**src/mlp_defines.svh**
```systemverilog
`ifndef MLP_DEFINES_SVH
`define MLP_DEFINES_SVH

// Word widths of the datapath
`define DATA_W 8
`define WEIGHT_W 8
`define PROD_W 16
`define ACC_W 20

// The accumulator holds FRAC_BITS fraction bits
`define FRAC_BITS 5
`define ACT_MAX 127

// Network shape
`define N_IN 10
`define N_HID 4
`define N_OUT 3

// Pipeline depths in clock cycles
`define NODE_LAT 3
`define ARGMAX_LAT 1

// Two node layers and the argmax stage
`define TOTAL_LAT (2 * `NODE_LAT + `ARGMAX_LAT)

`endif

```
**src/mlp_weights.svh**
```systemverilog
`ifndef MLP_WEIGHTS_SVH
`define MLP_WEIGHTS_SVH

// Weight i of node j sits in byte (j * inputs + i), so node 0 input 0 is
// the lowest byte. Every value is a signed 8-bit number
// with the binary point FRAC_BITS places from the right.
// Each row below is one node, written from its last input down to input 0.

// Hidden layer, ten features into four nodes
`define HID_W { \
	80'h1A_16_12_0E_0A_06_02_FE_FA_F6, \
	80'hF4_0C_F4_0C_F4_0C_F4_0C_F4_0C, \
	80'hEE_F4_06_0E_16_16_0E_06_F4_EE, \
	80'h08_EC_F1_F6_FB_00_05_0A_0F_14 \
}

// Biases of hidden nodes 3 down to 0
`define HID_B { \
	8'hFA, \
	8'h02, \
	8'hFD, \
	8'h04 \
}

// Output layer, four hidden activations into three class nodes
`define OUT_W { \
	32'h12_16_F8_FA, \
	32'h0A_F8_1A_F4, \
	32'hF0_08_F6_18 \
}

// Biases of class nodes 2 down to 0
`define OUT_B { \
	8'h00, \
	8'hFE, \
	8'h01 \
}

`endif

```
**src/mlp_pkg.sv**
```systemverilog
`include "mlp_defines.svh"

package mlp_pkg;

	// Feature or activation word
	typedef logic signed [`DATA_W-1:0] dataT;

	// Fixed weight or bias
	typedef logic signed [`WEIGHT_W-1:0] weightT;

	// Full-precision product of one feature and one weight
	typedef logic signed [`PROD_W-1:0] prodT;

	// Sum of all products and the scaled bias of one node
	typedef logic signed [`ACC_W-1:0] accT;

	// Winning class number
	typedef logic [$clog2(`N_OUT)-1:0] classT;

endpackage

```
**src/neuronNode.sv**
```systemverilog
`timescale 1ns/1ps
`include "mlp_defines.svh"

// One perceptron node with three register stages for the input capture,
// the weighted sum and the scaled and rectified activation
module neuronNode #(
	parameter int nIn = `N_IN,
	parameter logic [nIn*`WEIGHT_W-1:0] weights = '0,
	parameter logic [`WEIGHT_W-1:0] bias = '0
)
(
	input logic clk,
	input logic reset,
	input mlp_pkg::dataT [nIn-1:0] in,
	output mlp_pkg::dataT act
);

	// The bias is moved onto the binary point of the products
	localparam mlp_pkg::accT biasScaled =
		mlp_pkg::accT'(mlp_pkg::weightT'(bias)) <<< `FRAC_BITS;

	mlp_pkg::dataT [nIn-1:0] inReg;
	mlp_pkg::prodT [nIn-1:0] prods;
	mlp_pkg::accT sumNext;
	mlp_pkg::accT sumReg;
	mlp_pkg::accT scaled;

	function automatic mlp_pkg::weightT weightAt(input int idx);
		return mlp_pkg::weightT'(weights[idx*`WEIGHT_W +: `WEIGHT_W]);
	endfunction

	// ReLU with an upper clamp so the result fits an activation word
	function automatic mlp_pkg::dataT relu(input mlp_pkg::accT value);
		if (value < 0)
			return '0;
		else if (value > `ACT_MAX)
			return mlp_pkg::dataT'(`ACT_MAX);
		else
			return mlp_pkg::dataT'(value[`DATA_W-1:0]);
	endfunction

	// Stage 1
	always_ff @(posedge clk)
	begin
		if (reset)
			inReg <= '0;
		else
			inReg <= in;
	end

	// Both operands are widened first, so the product is exact
	always_comb
	begin
		for (int i = 0; i < nIn; i++)
			prods[i] = mlp_pkg::prodT'(inReg[i]) * mlp_pkg::prodT'(weightAt(i));
	end

	always_comb
	begin
		sumNext = biasScaled;
		for (int i = 0; i < nIn; i++)
			sumNext = sumNext + mlp_pkg::accT'(prods[i]);
	end

	assign scaled = sumReg >>> `FRAC_BITS;  // Arithmetic shift keeps the sign

	// Stage 2 holds the sum, stage 3 the activation
	always_ff @(posedge clk)
	begin
		if (reset)
		begin
			sumReg <= '0;
			act <= '0;
		end
		else
		begin
			sumReg <= sumNext;
			act <= relu(scaled);
		end
	end

endmodule

```
**src/denseLayer.sv**
```systemverilog
`timescale 1ns/1ps
`include "mlp_defines.svh"

// Fully connected layer of neuronNode instances
module denseLayer #(
	parameter int nIn = `N_IN,
	parameter int nOut = `N_HID,
	parameter logic [nOut*nIn*`WEIGHT_W-1:0] weights = '0,
	parameter logic [nOut*`WEIGHT_W-1:0] bias = '0
)
(
	input logic clk,
	input logic reset,
	input logic inValid,
	input mlp_pkg::dataT [nIn-1:0] in,
	output logic outValid,
	output mlp_pkg::dataT [nOut-1:0] out
);

	localparam int nodeBits = nIn * `WEIGHT_W;  // Weight bits of one node

	logic [`NODE_LAT-1:0] validPipe;

	// The valid bit walks alongside the node pipeline
	always_ff @(posedge clk)
	begin
		if (reset)
			validPipe <= '0;
		else
			validPipe <= {validPipe[`NODE_LAT-2:0], inValid};
	end

	assign outValid = validPipe[`NODE_LAT-1];

	// Every node sees the whole input vector and gets its own weight slice
	for (genvar j = 0; j < nOut; j++)
	begin : genNode
		neuronNode #(
			.nIn(nIn),
			.weights(weights[j*nodeBits +: nodeBits]),
			.bias(bias[j*`WEIGHT_W +: `WEIGHT_W])
		)
		node (
			.clk(clk),
			.reset(reset),
			.in(in),
			.act(out[j])
		);
	end

endmodule

```
**src/argmaxSelect.sv**
```systemverilog
`timescale 1ns/1ps
`include "mlp_defines.svh"

// Picks the largest activation and registers it with its index
module argmaxSelect #(
	parameter int nIn = `N_OUT
)
(
	input logic clk,
	input logic reset,
	input logic inValid,
	input mlp_pkg::dataT [nIn-1:0] acts,
	output logic outValid,
	output mlp_pkg::classT classIdx,
	output mlp_pkg::dataT classScore,
	output mlp_pkg::dataT [nIn-1:0] scores
);

	mlp_pkg::classT bestIdx;
	mlp_pkg::dataT bestVal;

	// A strict compare lets the lower index keep a tie
	always_comb
	begin
		bestIdx = '0;
		bestVal = acts[0];
		for (int i = 1; i < nIn; i++)
		begin
			if (acts[i] > bestVal)
			begin
				bestIdx = mlp_pkg::classT'(i);
				bestVal = acts[i];
			end
		end
	end

	always_ff @(posedge clk)
	begin
		if (reset)
			outValid <= 1'b0;
		else
			outValid <= inValid;
	end

	// Results only change on a valid vector, so they stay at zero until the first one
	always_ff @(posedge clk)
	begin
		if (reset)
		begin
			classIdx <= '0;
			classScore <= '0;
			scores <= '0;
		end
		else if (inValid)
		begin
			classIdx <= bestIdx;
			classScore <= bestVal;
			scores <= acts;
		end
	end

endmodule

```
**src/mlpClassifier.sv**
```systemverilog
`timescale 1ns/1ps
`include "mlp_defines.svh"
`include "mlp_weights.svh"

// Two-layer perceptron classifier
// A vector strobed in with inValid comes out TOTAL_LAT cycles later
module mlpClassifier (
	input logic clk,
	input logic reset,
	input logic inValid,
	input mlp_pkg::dataT [`N_IN-1:0] features,
	output logic outValid,
	output mlp_pkg::classT classIdx,
	output mlp_pkg::dataT classScore,
	output mlp_pkg::dataT [`N_OUT-1:0] scores
);

	mlp_pkg::dataT [`N_HID-1:0] hidActs;
	logic hidValid;
	mlp_pkg::dataT [`N_OUT-1:0] outActs;
	logic outLayerValid;

	denseLayer #(
		.nIn(`N_IN),
		.nOut(`N_HID),
		.weights(`HID_W),
		.bias(`HID_B)
	)
	hidLayer (
		.clk(clk),
		.reset(reset),
		.inValid(inValid),
		.in(features),
		.outValid(hidValid),
		.out(hidActs)
	);

	// Class scores
	denseLayer #(
		.nIn(`N_HID),
		.nOut(`N_OUT),
		.weights(`OUT_W),
		.bias(`OUT_B)
	)
	outLayer (
		.clk(clk),
		.reset(reset),
		.inValid(hidValid),
		.in(hidActs),
		.outValid(outLayerValid),
		.out(outActs)
	);

	argmaxSelect #(
		.nIn(`N_OUT)
	)
	argmax (
		.clk(clk),
		.reset(reset),
		.inValid(outLayerValid),
		.acts(outActs),
		.outValid(outValid),
		.classIdx(classIdx),
		.classScore(classScore),
		.scores(scores)  // Registered copy lines up with outValid
	);

endmodule

```
**config.mk**
```make
export PLATFORM = sky130hd
export DESIGN_NAME = mlpClassifier
export DESIGN_NICKNAME = d
export VERILOG_FILES = /design/src/mlp_pkg.sv /design/src/neuronNode.sv /design/src/denseLayer.sv /design/src/argmaxSelect.sv /design/src/mlpClassifier.sv
export VERILOG_INCLUDE_DIRS = /design/src
export SDC_FILE = /design/constraint.sdc
export NUM_CORES = 2
export LEC_CHECK = 0
export ABC_AREA = 1
export BUFFER_PORTS_ARGS = -buffer_cell sky130_fd_sc_hd__buf_2
export CAP_MARGIN = 20
export CORE_MARGIN = 5
export CORE_UTILIZATION = 33
export DETAILED_ROUTE_END_ITERATION = 8
export GPL_ROUTABILITY_DRIVEN = 1
export SKIP_LAST_GASP = 1
export SLEW_MARGIN = 20
export SYNTH_ARGS = -nofsm -noshare
export SYNTH_HDL_FRONTEND = slang
export SYNTH_SLANG_ARGS = --single-unit
```
**constraint.sdc**
```tcl
create_clock -name clk -period 7.2 [get_ports clk]
set_input_delay 0.36 -clock clk [delete_from_list [all_inputs] [get_ports clk]]
set_output_delay 0.36 -clock clk [all_outputs]
set_load 0.1 [all_outputs]
```
# Word-level counts from Yosys, hierarchy flattened
# Index checks and enable logic that the tools add are counted.
[classes]
n_reduce_logical = 14
n_mux = 11
order_cmp = 16
n_addsub = 54
multipliers = 42
[ops]
columns = ["cell", "count"]
rows = [
  ["$mul 8x3->11 const B", 18],
  ["$mul 8x5->13 const B", 12],
  ["$mul 8x4->12 const B", 12],
  ["$add 20x13->20", 7],
  ["$add 20x14->20", 5],
  ["$add 15x13->16", 4],
  ["$add 19x13->20", 3],
  ["$gt 15x8->1 const B", 4],
  ["$lt 15x1->1 const B", 4],
  ["$add 17x13->18", 3],
  ["$mux 7", 7],
  ["$add 18x12->19", 2],
  ["$add 18x14->19", 2],
  ["$add 15x16->17", 2],
  ["$add 16x13->17", 2],
  ["$gt 13x8->1 const B", 2],
  ["$lt 13x1->1 const B", 2],
  ["$neg 8->13", 2],
  ["$reduce_or 3->1", 7],
  ["$add 19x14->20", 1],
  ["$add 20x11->20", 1],
  ["$add 20x12->20", 1],
  ["$add 18x13->19", 1],
  ["$add 17x12->18", 1],
  ["other kinds (24)", 32],
]
[word_totals]
input_bits = 83
wordCells = 180
regBits = 344
output_inout_bits = 35

# Longest topological paths before layout
[logic_depth]
ltp_word = 11
mapped_depth = 40
depth_no_buf = 40

# Cells and area by module
# A second synthesis with hierarchy kept.
[hier_totals]
hier_cells = 7585
area_unflattened_um2 = 61999.5
[by_module_without_submodules]
columns = ["module", "seq_area_each_um2", "area_per_inst_um2", "n_inst", "cells_per_inst"]
rows = [
  ["neuronNode at hidLayer.genNode[1].node", 2062.0, 13286.5, 1, 1646],
  ["neuronNode at hidLayer.genNode[3].node", 2062.0, 11644.9, 1, 1397],
  ["neuronNode at hidLayer.genNode[0].node", 1901.8, 10835.4, 1, 1232],
  ["neuronNode at hidLayer.genNode[2].node", 2062.0, 10383.7, 1, 1250],
  ["neuronNode at outLayer.genNode[1].node", 1061.0, 4979.8, 1, 642],
  ["neuronNode at outLayer.genNode[2].node", 1081.0, 4769.6, 1, 626],
  ["neuronNode at outLayer.genNode[0].node", 1061.0, 4137.7, 1, 527],
  ["argmaxSelect", 700.7, 1796.7, 1, 247],
  ["denseLayer", 60.1, 82.6, 2, 9],
]

# Worst setup path before layout
# OpenSTA, ideal clock, no wires.
[synth_timing]
path_kind = "flip-flop to flip-flop"
start = "register hidLayer.genNode[0].node.inReg[65] (netlist name)"
end = "register hidLayer.genNode[0].node.sumReg[18]"
setup_slack_ns = -0.069
t_arrival_ns = 7.154
path_stages_with_launch = 35
n_path_buf = 0
setup_time_ns = 0.115
required_ns = 7.085
cell_sequence = "dfxtp_1 > inv_1 > ha_1 > inv_1 > fa_1 > inv_1 > ha_1 > fa_1 > nand3_1 > nand3_1 > nand2_1 > nand2_1 > a21oi_1 > xor2_1 > inv_1 > ha_1 > inv_1 > fa_1 > fa_1 > fa_1 > fa_1 > inv_1 > fa_1 > inv_1 > fa_1 > inv_1 > ha_1 > a21oi_1 > o21ai_0 > inv_1 > nor2_1 > a211oi_1 > nand3_1 > nand2_1 > nor2_1"
[synth_via]
elab_chain_len = 3
[synth_rtl]
columns = ["item", "line_no", "rtl"]
rows = [
  ["start, declared", "neuronNode.sv:22", "mlp_pkg::dataT [nIn-1:0] inReg;"],
  ["start signal, assigned", "neuronNode.sv:48", "inReg <= in;"],
  ["$mul 8x4->12", "neuronNode.sv:55", "prods[i] = mlp_pkg::prodT'(inReg[i]) * mlp_pkg::prodT'(weightAt(i));"],
  ["$add 20x14->20", "neuronNode.sv:62", "sumNext = sumNext + mlp_pkg::accT'(prods[i]);"],
  ["$add 20x11->20", "neuronNode.sv:62", ""],
  ["end signal, assigned", "neuronNode.sv:77", "sumReg <= sumNext;"],
  ["end, declared", "neuronNode.sv:25", "mlp_pkg::accT sumReg;"],
]
# No other way between the ends.
# A chain may end at the register's enable or synchronous reset.

# Worst setup path in the final report
[layout_timing]
start = "register hidLayer.genNode[0].node.inReg[66] (netlist name)"
end = "register hidLayer.genNode[0].node.sumReg[14]"
# The elaborated chain is that of the path after synthesis.

==> run metrics <==
Die X=388 um; CTS Root Cell=clkbuf_16; initial drt markers=1,894; FMAX=137 MHz; initial antenna violation count=1; grt ovf=0; Clock Skew=25.8 ps; Seq/Total Area, Yosys=0.131; worst setup margin=-122 ps; n_diodes=0; setup violators final=12; WL final=141,000 um; WP data arrival=7810 ps; Final nets=7,634; Starting Density=0.332; Setup Crit Path Kind=reg2reg; most frequent cells in the layout=1,551 x inv_1, 761 x ha_1, 654 x fa_1; Post-synth top flop=dfxtp_1; Worst slew margin=0.413; H-tree level count=2; Cell Area, Synth=47,100 um^2; pins over their slew limit=0; Worst-Skew Late Latency=620 ps; Req. time, crit path=7690 ps; DP Wirelength=124,000 um; Avg Inst Size Synth=8.53 um^2; wire per inst=17.7 um; Post-synth EDFFs=0; RSZ-0062 raised after global routing=yes; clock sink total=309; Synth Register Bits=309; worst-path fanout max=4; num ports=118; Netlist cell types=53; Tmin final=7320 ps; total number of vias=36,600; vias in the first global route=38,700; largest net degree at the start of global routing=58; Post-DRT Antenna Nets=0; setup tns final=-1000 ps; clock slew at reported path FFs=60 ps; Fin. Hold Viols=0; CTS Buffer Depth=3; commonest non-fill, non-tap cell in the layout=inv_1; outcome=finished with violations; Die Ht=388 um; Worst Tran Pin Value=881 ps; Total Routing Usage GR=0.187; Site Rows=138; Async S/R FF share, synth=0; residual DRC count=0; vias per inst=4.59; global-route wire length before repair=219,000 um; startpoint types=flip-flop; Setup crit end kind=flip-flop; Synth Warn #=0; Core ar.=142,000 um^2; Max Cap Viol=0; die footprint=150,000 um^2; failing checks=setup timing; CTS tree=built; Post-DP Area=52,400 um^2; Layout area overhead=19.2%; final core utilization=0.396; Post-Synthesis Cells=5,522; fin area=56,200 um^2; RD Place Congestion=1.02; Final Cycle Share=1.02; layout cells sized above 1=0.134; port buffer count=117; CTS buffer count=40; worst hold-check path type=in2reg; Pre-Repair DR Iteration Count=5
synthesized netlist by cell type, types with 5 or more instances:
cell	number	area, um^2
or4_1	5	37.5
a31oi_1	12	75.1
fa_1	666	13300
buf_2	15	75.1
o21bai_1	21	158
nor3_1	29	145
ha_1	822	10300
buf_1	5	18.8
nor2_1	305	1140
o21ai_1	9	45.0
o21ai_0	173	866
a21oi_1	401	2010
or2_2	9	56.3
nand2_2	5	31.3
nand3_1	137	686
and2_1	8	50.1
clkbuf_1	24	90.1
a21o_1	37	278
a211oi_1	5	37.5
xnor2_1	107	937
inv_1	1571	5900
xor2_1	207	1810
o31ai_1	5	37.5
o21a_1	16	120
nand3b_1	7	52.6
o21ai_2	6	52.6
nand2_1	532	2000
inv_2	5	18.8
dfxtp_1	309	6190
nand4_1	29	181
layer usage:
layer / wire (um) / vias up / track usage
met2: 65900 / 734 / 0.316
li1: - / 17900 / -
met5: 14 / - / 0
met4: 5500 / 2 / 0.0617
met3: 7450 / 201 / 0.0241
met1: 62300 / 17800 / 0.248
cell families after synthesis:
group,count (synthesis),share of synthesized area
xor gates and xnor gates,314,0.0584
buffers and inverters,1626,0.131
other,1,0.0000796
and+or+nand+nor,1077,0.0964
AOI/OAI and AO/OA,707,0.0821
DFF,309,0.131
adders and majority gates,1488,0.501
critical path: stages, from the launching register on:
cell,delay (ps)
dfxtp_2,330
buf_6,130
ha_4,270
inv_4,30
fa_1,570
inv_2,60
ha_4,170
fa_2,410
buf_6,140
xnor2_4,140
fa_1,560
inv_2,40
fa_1,510
inv_2,40
fa_1,520
fa_1,440
fa_1,570
fa_1,440
fa_1,550
inv_2,50
ha_4,270
nand4_1,140
o211ai_4,300
nand2_2,130
nand2_2,120
nand2_1,80
a21oi_1,130
nor2_1,60
timing repair:
item,4_1_cts,5_1_grt
endpoints found under the setup margin,20,40
gates resized for setup,95,203
endpoints found under the hold margin,75,0
hold buffers,75,0
pin swaps,46,80
setup buffers,5,12
final timing paths:
| path | cells past startpoint | slack [ps] | from | endpoint |
|---|---|---|---|---|
| max reg2reg | 27 | -120 | hidLayer.genNode[0].node.inReg[66] | hidLayer.genNode[0].node.sumReg[14] |
| min | 3 | 20 | features[31] | hidLayer.genNode[0].node.inReg[31] |
| min reg2reg | 2 | 390 | hidLayer.genNode[1].node.act[7] | outLayer.genNode[0].node.inReg[15] |
| max | 27 | -120 | hidLayer.genNode[0].node.inReg[66] | hidLayer.genNode[0].node.sumReg[14] |
cell type report:
cell class / instances / area, um^2
clock buffer: 48 / 1090
clock inverter: 25 / 355
fill: 14200 / 85600
inverter: 1577 / 5920
multi-input combinational: 3593 / 36200
sequential: 309 / 6220
tap: 1890 / 2360
timing repair buffer: 542 / 4050
registers in the layout, summed over array words and instances, names as in the netlist:
signal and cells:
argmax.scores 24, hidLayer.genNode.node.act 32, argmax.classIdx 2, outLayer.validPipe 3, outLayer.genNode.node.act 24, hidLayer.validPipe 3, hidLayer.genNode.node.inReg 80, outLayer.genNode.node.inReg 32
argmax.classScore 8, outLayer.genNode.node.sumReg 40, argmax.outValid 1, hidLayer.genNode.node.sumReg 60
per-stage QoR:
step / cells / hold WS (ps) / worst slack (ps)
finish: 7984 / 17.0 / -122
global route: 7984 / 25.3 / -430
CTS: 7972 / 5.48 / -43.5
detailed placement: 7819 / 394 / -403
global placement: 7819 / 389 / -369
floorplan: 5528 / 388 / 26.0
Power is not shown: default switching activity piles up to over one toggle a cycle in this logic, so the estimate is an artifact.
